### src/hw/memPkg.sv
package memPkg;

    // Size of the chip RAM word store
    localparam int ramDepth    = 64;
    localparam int ramAddrBits = 6;
    localparam int ramWordBits = 32;

    // Byte lanes of a 32-bit word, one bit per lane
    // A set bit enables the lane and uu carries data bits 31 to 24
    typedef struct packed {
        logic uu;
        logic um;
        logic lm;
        logic ll;
    } laneSetT;

    // States of the store sequencer
    // The access itself happens in stAccess and stHold waits for release
    typedef enum logic [1:0] {
        stIdle   = 2'b00,
        stAccess = 2'b01,
        stHold   = 2'b10
    } storeStateT;

endpackage

### src/hw/busPkg.sv
package busPkg;

    import memPkg::*;

    // Bus geometry seen by the CPU and by the DMA engine
    localparam int busDataBits = 32;
    localparam int busAddrBits = 8;

    // Transfer size as driven on SIZ1 and SIZ0
    // A code of zero means a full longword, as on the 68030
    typedef enum logic [1:0] {
        sizeLong  = 2'b00,
        sizeByte  = 2'b01,
        sizeWord  = 2'b10,
        sizeThree = 2'b11
    } busSizeT;

    // Direction of the bus cycle
    typedef enum logic {
        opRead  = 1'b0,
        opWrite = 1'b1
    } accessOpT;

    // One bus cycle as presented by the CPU or the DMA engine
    // The strobes casU and casL are active low and only matter when dma is set
    // A low dbEn steers a DMA cycle to the high word of the longword
    typedef struct packed {
        accessOpT               op;
        busSizeT                size;
        logic [busAddrBits-1:0] addr;
        logic [busDataBits-1:0] wrData;
        logic                   dma;
        logic                   casU;
        logic                   casL;
        logic                   dbEn;
    } busCycleT;

    // Result handed back once the access has finished
    // Both lane sets travel with the data so the requester can check them
    typedef struct packed {
        logic [busDataBits-1:0] rdData;
        laneSetT                busLanes;
        laneSetT                ramLanes;
    } busReplyT;

endpackage

### src/hw/cycleIntake.sv
module cycleIntake import busPkg::*; (
    input  logic     clk,
    input  logic     rstN,
    input  logic     cmdReq,
    output logic     cmdAck,
    input  busCycleT cmdCycle,
    input  logic     releaseCycle,
    output busCycleT heldCycle,
    output logic     cycleValid
);

    // A new cycle is taken only when nothing is held and the previous
    // handshake has fully returned to zero
    logic takeCycle;

    assign takeCycle = cmdReq && !cmdAck && !cycleValid;

    //////////////////////////////////////////////////////////////////////
    // Four-phase acknowledge and cycle ownership
    //////////////////////////////////////////////////////////////////////

    always_ff @(posedge clk or negedge rstN) begin
        if (!rstN) begin
            cmdAck     <= 1'b0;
            cycleValid <= 1'b0;
        end else begin
            // Ack follows the request down one clock after it drops
            if (takeCycle) begin
                cmdAck <= 1'b1;
            end else if (!cmdReq) begin
                cmdAck <= 1'b0;
            end
            // The cycle stays owned until the reply side lets it go
            if (takeCycle) begin
                cycleValid <= 1'b1;
            end else if (releaseCycle) begin
                cycleValid <= 1'b0;
            end
        end
    end

    // The requester keeps its data stable until ack, so sample on take
    always_ff @(posedge clk) begin
        if (takeCycle) begin
            heldCycle <= cmdCycle;
        end
    end

    // Ack must be the answer to a request seen while the intake was free
    ackFollowsReq: assert property (
        @(posedge clk) disable iff (!rstN)
        $rose(cmdAck) |-> $past(cmdReq) && !$past(cycleValid)
    );

endmodule

### src/hw/byteEnable.sv
module byteEnable import memPkg::*, busPkg::*; (
    input  busCycleT cycle,
    output laneSetT  busLanes,
    output laneSetT  ramLanes
);

    // Lane numbers run from 0 for uu to 3 for ll, matching byte offsets
    logic [2:0] byteCount;
    logic [2:0] firstLane;
    logic [2:0] lastLane;
    logic [3:0] spanMask;

    //////////////////////////////////////////////////////////////////////
    // Data bus lanes for the SDRAM and PCI side
    //////////////////////////////////////////////////////////////////////

    always_comb begin
        // A size code of zero is a longword, the others count bytes
        byteCount = (cycle.size == sizeLong) ? 3'd4 : {1'b0, cycle.size};
        firstLane = {1'b0, cycle.addr[1:0]};
        lastLane  = firstLane + byteCount - 3'd1;
        // Anything past lane 3 would belong to the next longword and is dropped
        for (int lane = 0; lane < 4; lane++) begin
            spanMask[lane] = (lane >= firstLane) && (lane <= lastLane);
        end
    end

    always_comb begin
        if (cycle.op == opRead) begin
            // Reads fetch the whole longword and let the CPU pick its bytes
            busLanes = '{uu: 1'b1, um: 1'b1, lm: 1'b1, ll: 1'b1};
        end else begin
            busLanes = '{uu: spanMask[0], um: spanMask[1],
                         lm: spanMask[2], ll: spanMask[3]};
        end
    end

    //////////////////////////////////////////////////////////////////////
    // Chip RAM lanes
    //////////////////////////////////////////////////////////////////////

    always_comb begin
        if (!cycle.dma) begin
            ramLanes = busLanes;
        end else if (!cycle.dbEn) begin
            // High word, so the column strobes land on the upper two lanes
            ramLanes = '{uu: !cycle.casU, um: !cycle.casL, lm: 1'b0, ll: 1'b0};
        end else begin
            ramLanes = '{uu: 1'b0, um: 1'b0, lm: !cycle.casU, ll: !cycle.casL};
        end
    end

    // A CPU write always touches at least the byte at its own offset
    always_comb begin
        if (cycle.op == opWrite && !cycle.dma) begin
            cpuWriteHasLane: assert final (busLanes != '0);
        end
    end

endmodule

### src/hw/chipRamStore.sv
module chipRamStore import memPkg::*, busPkg::*; (
    input  logic        clk,
    input  logic        rstN,
    input  busCycleT    cycle,
    input  logic        cycleValid,
    input  laneSetT     ramLanes,
    output logic        accessDone,
    output logic [31:0] rdData
);

    storeStateT             state;
    logic [ramAddrBits-1:0] wordAddr;

    // Chip RAM contents, one longword per entry
    logic [ramWordBits-1:0] ramWords [ramDepth];

    // Byte address bits 1 and 0 only pick lanes, so the word index starts at 2
    assign wordAddr = cycle.addr[7:2];

    //////////////////////////////////////////////////////////////////////
    // Sequencer
    //////////////////////////////////////////////////////////////////////

    always_ff @(posedge clk or negedge rstN) begin
        if (!rstN) begin
            state      <= stIdle;
            accessDone <= 1'b0;
        end else begin
            accessDone <= 1'b0;
            case (state)
                stIdle: begin
                    if (cycleValid) begin
                        state <= stAccess;
                    end
                end
                stAccess: begin
                    // The word is written or read on this edge, so report it now
                    state      <= stHold;
                    accessDone <= 1'b1;
                end
                stHold: begin
                    // Wait here so one held cycle gives exactly one access
                    if (!cycleValid) begin
                        state <= stIdle;
                    end
                end
                default: begin
                    state <= stIdle;
                end
            endcase
        end
    end

    //////////////////////////////////////////////////////////////////////
    // Word access
    //////////////////////////////////////////////////////////////////////

    always_ff @(posedge clk) begin
        if (state == stAccess) begin
            if (cycle.op == opWrite) begin
                // Only the enabled lanes change, the rest keep their old bytes
                if (ramLanes.uu) begin
                    ramWords[wordAddr][31:24] <= cycle.wrData[31:24];
                end
                if (ramLanes.um) begin
                    ramWords[wordAddr][23:16] <= cycle.wrData[23:16];
                end
                if (ramLanes.lm) begin
                    ramWords[wordAddr][15:8] <= cycle.wrData[15:8];
                end
                if (ramLanes.ll) begin
                    ramWords[wordAddr][7:0] <= cycle.wrData[7:0];
                end
            end else begin
                rdData <= ramWords[wordAddr];
            end
        end
    end

    // Done marks the first clock of stHold and never repeats inside it
    doneOnEntry: assert property (
        @(posedge clk) disable iff (!rstN)
        accessDone |-> state == stHold && $past(state) == stAccess
    );

endmodule

### src/hw/cycleReply.sv
module cycleReply import memPkg::*, busPkg::*; (
    input  logic        clk,
    input  logic        rstN,
    input  logic        accessDone,
    input  logic [31:0] rdData,
    input  laneSetT     busLanes,
    input  laneSetT     ramLanes,
    output logic        rspReq,
    input  logic        rspAck,
    output busReplyT    rspData,
    output logic        releaseCycle
);

    // High from the finished access until the reply handshake is back to zero
    logic replyBusy;

    always_ff @(posedge clk or negedge rstN) begin
        if (!rstN) begin
            rspReq       <= 1'b0;
            replyBusy    <= 1'b0;
            releaseCycle <= 1'b0;
        end else begin
            releaseCycle <= 1'b0;
            if (accessDone) begin
                rspReq    <= 1'b1;
                replyBusy <= 1'b1;
            end else if (rspReq && rspAck) begin
                rspReq <= 1'b0;
            end else if (replyBusy && !rspReq && !rspAck) begin
                // Ack has dropped so the intake may take the next cycle
                replyBusy    <= 1'b0;
                releaseCycle <= 1'b1;
            end
        end
    end

    // Reply is captured once and held through the whole handshake
    always_ff @(posedge clk) begin
        if (accessDone) begin
            rspData <= '{rdData: rdData, busLanes: busLanes, ramLanes: ramLanes};
        end
    end

    replyStable: assert property (
        @(posedge clk) disable iff (!rstN)
        rspReq && $past(rspReq) |-> $stable(rspData)
    );

    // The intake must not let a second access finish while a reply is open
    oneInFlight: assert property (
        @(posedge clk) disable iff (!rstN)
        accessDone |-> !replyBusy
    );

endmodule

### src/hw/chipRamTop.sv
module chipRamTop import memPkg::*, busPkg::*; (
    input  logic     clk,
    input  logic     rstN,
    input  logic     cmdReq,
    output logic     cmdAck,
    input  busCycleT cmdCycle,
    output logic     rspReq,
    input  logic     rspAck,
    output busReplyT rspData
);

    busCycleT    heldCycle;
    logic        cycleValid;
    laneSetT     busLanes;
    laneSetT     ramLanes;
    logic        accessDone;
    logic [31:0] rdData;
    logic        releaseCycle;

    // Intake holds one cycle, the decode and store work from that copy
    cycleIntake intake_i (
        .clk, .rstN, .cmdReq, .cmdAck, .cmdCycle,
        .releaseCycle, .heldCycle, .cycleValid
    );

    byteEnable lanes_i (.cycle(heldCycle), .busLanes, .ramLanes);

    chipRamStore store_i (
        .clk, .rstN, .cycle(heldCycle), .cycleValid,
        .ramLanes, .accessDone, .rdData
    );

    // Reply side frees the intake only once its own handshake is done
    cycleReply reply_i (
        .clk, .rstN, .accessDone, .rdData, .busLanes, .ramLanes,
        .rspReq, .rspAck, .rspData, .releaseCycle
    );

endmodule

### config.mk
export PLATFORM = sky130hd
export DESIGN_NAME = chipRamTop
export DESIGN_NICKNAME = d
export VERILOG_FILES = /design/src/hw/memPkg.sv /design/src/hw/busPkg.sv /design/src/hw/cycleIntake.sv /design/src/hw/byteEnable.sv /design/src/hw/chipRamStore.sv /design/src/hw/cycleReply.sv /design/src/hw/chipRamTop.sv
export SDC_FILE = /design/constraint.sdc
export NUM_CORES = 2
export LEC_CHECK = 0
export ABC_AREA = 1
export BUFFER_PORTS_ARGS = -buffer_cell sky130_fd_sc_hd__buf_2
export CELL_PAD_IN_SITES_DETAIL_PLACEMENT = 1
export CELL_PAD_IN_SITES_GLOBAL_PLACEMENT = 1
export CORE_UTILIZATION = 30
export CTS_BUF_LIST = sky130_fd_sc_hd__clkbuf_8
export DETAILED_ROUTE_END_ITERATION = 10
export HOLD_SLACK_MARGIN = 0.08
export PLACE_DENSITY = 0.56
export SLEW_MARGIN = 30
export SYNTH_ARGS = -nofsm -noshare
export SYNTH_HDL_FRONTEND = slang
export SYNTH_SLANG_ARGS = --single-unit
### constraint.sdc
create_clock -name clk -period 7.2 [get_ports clk]
set_clock_uncertainty 0.1 [all_clocks]
set_input_delay 0 -clock clk [delete_from_list [all_inputs] [get_ports clk]]
set_output_delay 0 -clock clk [all_outputs]
set_load 0.01 [all_outputs]
Yosys cells after proc, flatten, opt, wreduce, memory -nomap -nowiden
Memory sizes are Yosys's and may differ from the RTL's. A register that Yosys moved wholly into a read port is not among the register bits.
Index checks and enable logic that the tools add are counted.

storage, ports and cells
  flip-flop bits (word level) = 95
  memory bits (writable) = 2048
  output and inout port bits = 42
  memories = 1

cells by class
  add/sub/neg operators = 2
  order comparisons = 6
  equal/unequal tests = 6
  multiplexer cells = 36
  bitwise gates (word level) = 1
  reductions and logical operators = 21

memories
  name              words  bits a word  rd ports  clocked after memory_dff  wr ports  RTL line            RTL
  store_i.ramWords  64     32           1         1                         1         chipRamStore.sv:15  logic [ramWordBits-1:0] ramWords [ramDepth];

operators by type and width
  operator                                                                         number
  1-bit 2-to-1 mux                                                                 29
  4-bit 2-to-1 mux                                                                 3
  1-bit logical AND                                                                7
  2-bit by 3-bit less-or-equal comparator with 1-bit output, first input constant  2
  1-bit zero test                                                                  6
  2-bit inequality test, second input constant                                     3
  2-bit one-hot mux with 3 select lines                                            1
  2-bit AND reduction                                                              3
  2-bit nonzero test                                                               3
  1-bit by 2-bit >= comparator with 1-bit output, first input constant             2
  2-bit zero test                                                                  2
  2-bit 2-to-1 mux                                                                 2
  2-bit by 3-bit adder with 3-bit output                                           1
  1-bit by 3-bit less-or-equal comparator with 1-bit output, first input constant  1
  3-bit 2-to-1 mux                                                                 1
  3-bit by 1-bit subtractor with 3-bit output, second input constant               1
  2-bit by 1-bit equality test with 1-bit output, second input constant            1
  2-bit equality test, second input constant                                       1
  2-bit >= comparator, first input constant                                        1
  2-bit by 1-bit inequality test with 1-bit output, second input constant          1
  1-bit NOT                                                                        1

Longest topological paths before layout
  depth in word-level cells = 12
  mapped depth = 16
  depth with buffers taken out = 15

By module
From an unflattened synthesis, not the netlist that was laid out.

second synthesis, totals
  cells, all modules = 8887
  area, all modules = 91242.5 um^2

by module, submodules not included
  module        instances  cells an instance  area an instance (um^2)  seq. area each (um^2)
  chipRamStore  1          8736               88205.8                  62535.0
  cycleIntake   1          58                 1501.4                   1461.4
  cycleReply    1          51                 1311.3                   1276.2
  byteEnable    1          42                 224.0                    0.0

Worst setup path before layout
No wires, ideal clock.

  kind = register to register
  start point = register intake_i.cmdAck
  end point = register intake_i.heldCycle[0] (netlist name)
  data arrival time = 3.723 ns
  required time = 6.589 ns
  path slack = 2.866 ns
  cell stages (with the launch flop) = 2
  path buffers = 0
  path through = dfrtp_1 > nor3_1

between the ends
  word-level cells in the longest chain between the ends = 3

RTL lines
  element                          RTL line           RTL
  from (decl)                      cycleIntake.sv:5   output logic cmdAck,
  from (signal assigned)           cycleIntake.sv:24  cmdAck <= 1'b0;
  from (signal assigned)           cycleIntake.sv:29  cmdAck <= 1'b1;
  from (signal assigned)           cycleIntake.sv:31  cmdAck <= 1'b0;
  1-bit zero test                  cycleIntake.sv:16  assign takeCycle = cmdReq && !cmdAck && !cycleValid;
  1-bit logical AND (2 in series)  cycleIntake.sv:16
  net intake_i.takeCycle           cycleIntake.sv:14  logic takeCycle;

The timed path passes the listed nets, and every way through them passes these cells.
A chain may end at the register's enable or synchronous reset.

Worst setup path after layout
  start point = register intake_i.heldCycle[40] (netlist name)
  end point = memory store_i.ramWords[26][20] (enable)

RTL lines
  element    RTL line
  to (decl)  chipRamStore.sv:15

Straight into the memory's write port.

==> results.yml <==
outcome:
  status: "complete, no violations"
route:
  post_drt_via_cell_ratio: 4.84
  drt_pass1_iterations: 7
  wl_um: 307000
  wl_per_cell_um: 25.3
  vias: 58800
  ant_nets: 0
  drt_iter0_drc: 4915
  drc_errors: 0
die:
  start_util_pct: 30.1
  die_w_um: 543
  die_height_um: 543
  core-area_um2: 291000
  row_count: 198
  ios: 93
  dieArea_um2: 294000
yosys:
  synth-adder-area-share_pct: 0.0428
  ys_ff_latch: 2175
  syn-mean-instance-area_um2: 11.4
  synth_nets: 7743
  synth_compound_area_share_pct: 4.81
  synth_top_family_by_area: "simple AND/OR/NAND/NOR gates"
  syn_inst: 7689
  yosysTopAreaCell: "edfxtp_1"
  ys.warnings.count: 0
  yosysTopAreaCellShare_pct: 74.2
  synth.distinct_cells: 25
  synthMuxAreaShare_pct: 0
  ys_seq_area_share_pct: 74.4
  synth_xor_xnor_area_share_pct: 0
  synthSimpleGateAreaFrac_pct: 18.1
  synth_area_um2: 87700
  synth_area_leaders: "edfxtp_1 (74%), nand2_1 (16%), a21oi_1 (3.2%)"
cts:
  cts_root_buffer: "clkbuf_8"
  cts.sinks: 2175
  cts_hold_buf: 121
  clock_path_buffers: 4
  clock_latency_ns: 1.02
  cts.reportedPaths.clkPinSlew_ns: 0.06
  cts_made_buffers: 377
  ctsResizeCount: 0
  cts.htree.levels: 5
  cts_setup_buffers: 0
  cts_tree: "yes"
cells_and_area:
  layout_commonest_cell: "nand2_1"
  design_area_um2: 100000
  fillCellCount: 32100
  fin_cells: 12100
  nNetsFinal: 8043
  layout-drive-gt1-share_pct: 8.85
  multi_input_area_um2: 20300
  seq_area_um2: 65300
  syn_to_final_growth_pct: 14.2
  layout_common_cells: "nand2_1 (3,725), edfxtp_1 (2,167), a21oi_1 (556), nor2_1 (387), clkbuf_8 (383)"
power:
  p_total_uw: 28900
  p_per_area_nw_per_um2: 288
  peakVddDrop_v: 0.000163
  cellLeakagePower_uw: 0.0369
placed_design:
  numPortBuffers: 92
  gp_congestion: 0.808
  placed_cells: 11400
  dp_hpwl_um: 179000
  placed_area_um2: 92300
  place_ws_ns: 2.56
worst_setup_path:
  cp.required_ns: 7.72
  cp-start-kind: "register"
  reg2reg_slack_ns: 2.58
  critPathArrivalTime_ns: 5.14
  cp-end-kind: "register"
  crit_path_max_incr_delay_ns: 0.90
  path_class: "reg2reg"
  crit_chain: "inv_8, nand3_1, inv_4, nand2_1, nor2_1"
  crit_fanout: 76
  crit_slowest_cell: "nand2_1"
sta:
  slew_headroom_pct: 28.5
  post-route-period-util_pct: 64.1
  drv_slew: 0
  fmax_mhz: 217
  setup_slack_ns: 2.58
  period_minus_slack_ns: 4.62
  setup_viol_count_final: 0
  hold_violations: 0
  tightest_slew_ns: 1.07
  rsz0062_at_grt: "no"
  finalSetupTns_ns: 0
global_route:
  antenna_found_initial: 11
  overflow: 0
  grt_pass1_vias: 60800
  grt_max_degree: 180
  gr-usage-all-layers_pct: 20.5
  grt_pass1_wl_um: 439000
min_path:
  hold_class: "in2reg"
job:
  cap_violations: 0
-- path summary, 6_finish.rpt --
kind,from,endpoint,cells past startpoint
worst max register to register,intake_i.heldCycle[40]$_DFFE_PP_,store_i.ramWords[26][20]$_DFFE_PP_,5
worst min register to register,reply_i.releaseCycle$_DFF_PN0_,intake_i.cycleValid$_DFFE_PN0P_,1
worst max-delay path,intake_i.heldCycle[40]$_DFFE_PP_,store_i.ramWords[26][20]$_DFFE_PP_,5
worst min-delay path,cmdCycle[24],intake_i.heldCycle[24]$_DFFE_PP_,3
min in group asynchronous,rstN,intake_i.cmdAck$_DFFE_PN0P_,4
max in group asynchronous,rstN,store_i.accessDone$_DFF_PN0_,4
-- area by class of cell --
| cell class | instances | share of cell area [%] |
|---|---|---|
| Tap cell | 3900 | 4.88 |
| Multi-Input combinational cell | 5053 | 20.3 |
| Antenna cell | 7 | 0.0175 |
| Sequential cell | 2175 | 65.2 |
| Timing Repair Buffer | 339 | 2.96 |
| Inverter | 43 | 0.194 |
| Clock buffer | 383 | 5.27 |
| Clock inverter | 244 | 1.15 |
-- flip-flops by register name (all words and copies together) (netlist names) --
register              count
intake_i.cmdAck           1
intake_i.cycleValid       1
intake_i.heldCycle       47
reply_i.releaseCycle      1
reply_i.replyBusy         1
reply_i.rspData          40
reply_i.rspReq            1
store_i.accessDone        1
store_i.ramWords       2048
store_i.rdData           32
store_i.state             2
-- critical path: cells and delay by family (launching register included) --
family	cells	cell delay, ns
and+or+nand+nor	3	2.04
DFF	1	0.67
buffers and inverters	2	1.35
-- cells in the mapped netlist --
| cell type | instances |
|---|---|
| a21oi_1 | 556 |
| a22oi_1 | 2 |
| and2_1 | 1 |
| buf_1 | 20 |
| buf_2 | 258 |
| buf_4 | 26 |
| buf_6 | 20 |
| clkbuf_1 | 94 |
| dfrtp_1 | 8 |
| edfxtp_1 | 2167 |
| ha_1 | 3 |
| inv_1 | 33 |
| inv_2 | 9 |
| inv_4 | 1 |
| nand2_1 | 3734 |
| nand3_1 | 16 |
| nand3_2 | 1 |
| nand4_1 | 1 |
| nor2_1 | 445 |
| nor3_1 | 10 |
| nor4_1 | 1 |
| o21ai_0 | 39 |
| o21ai_1 | 241 |
| o21bai_1 | 1 |
| o31ai_1 | 2 |
-- per-stage QoR --
stage / hold slack, ns / utilization (%)
floorplan: -0.396 / -
global placement: -0.255 / 31.6
detailed placement: -0.248 / 31.7
CTS: 0.0803 / 34.4
global route: 0.0952 / 34.4
finish: 0.158 / 34.4
-- power by group --
| group | leakage [µW] | switching (µW) | internal, µW |
|---|---|---|---|
| sequential | 0.0196 | 147 | 14500 |
| clock | 0.00374 | 5140 | 5050 |
| combinational | 0.0135 | 3170 | 842 |
-- layer usage --
metal / vias up / track usage (%) / part of all wire (%)
li1: 26600 / - / -
met1: 30100 / 27.8 / 44
met2: 1642 / 33.3 / 46
met3: 512 / 3.35 / 5.6
met4: 4 / 7.20 / 3.7
met5: - / 0 / 0.0078
-- cell families (layout without fill, tap and decap cells) --
| group | count (synthesis) | in the layout |
|---|---|---|
| buffers and inverters | 461 | 1009 |
| DFF | 2175 | 2175 |
| other | 0 | 7 |
| adders and majority gates | 3 | 3 |
| and+or+nand+nor | 4209 | 4209 |
| AOI/OAI and AO/OA | 841 | 841 |
(Power assumes the default switching activity.)
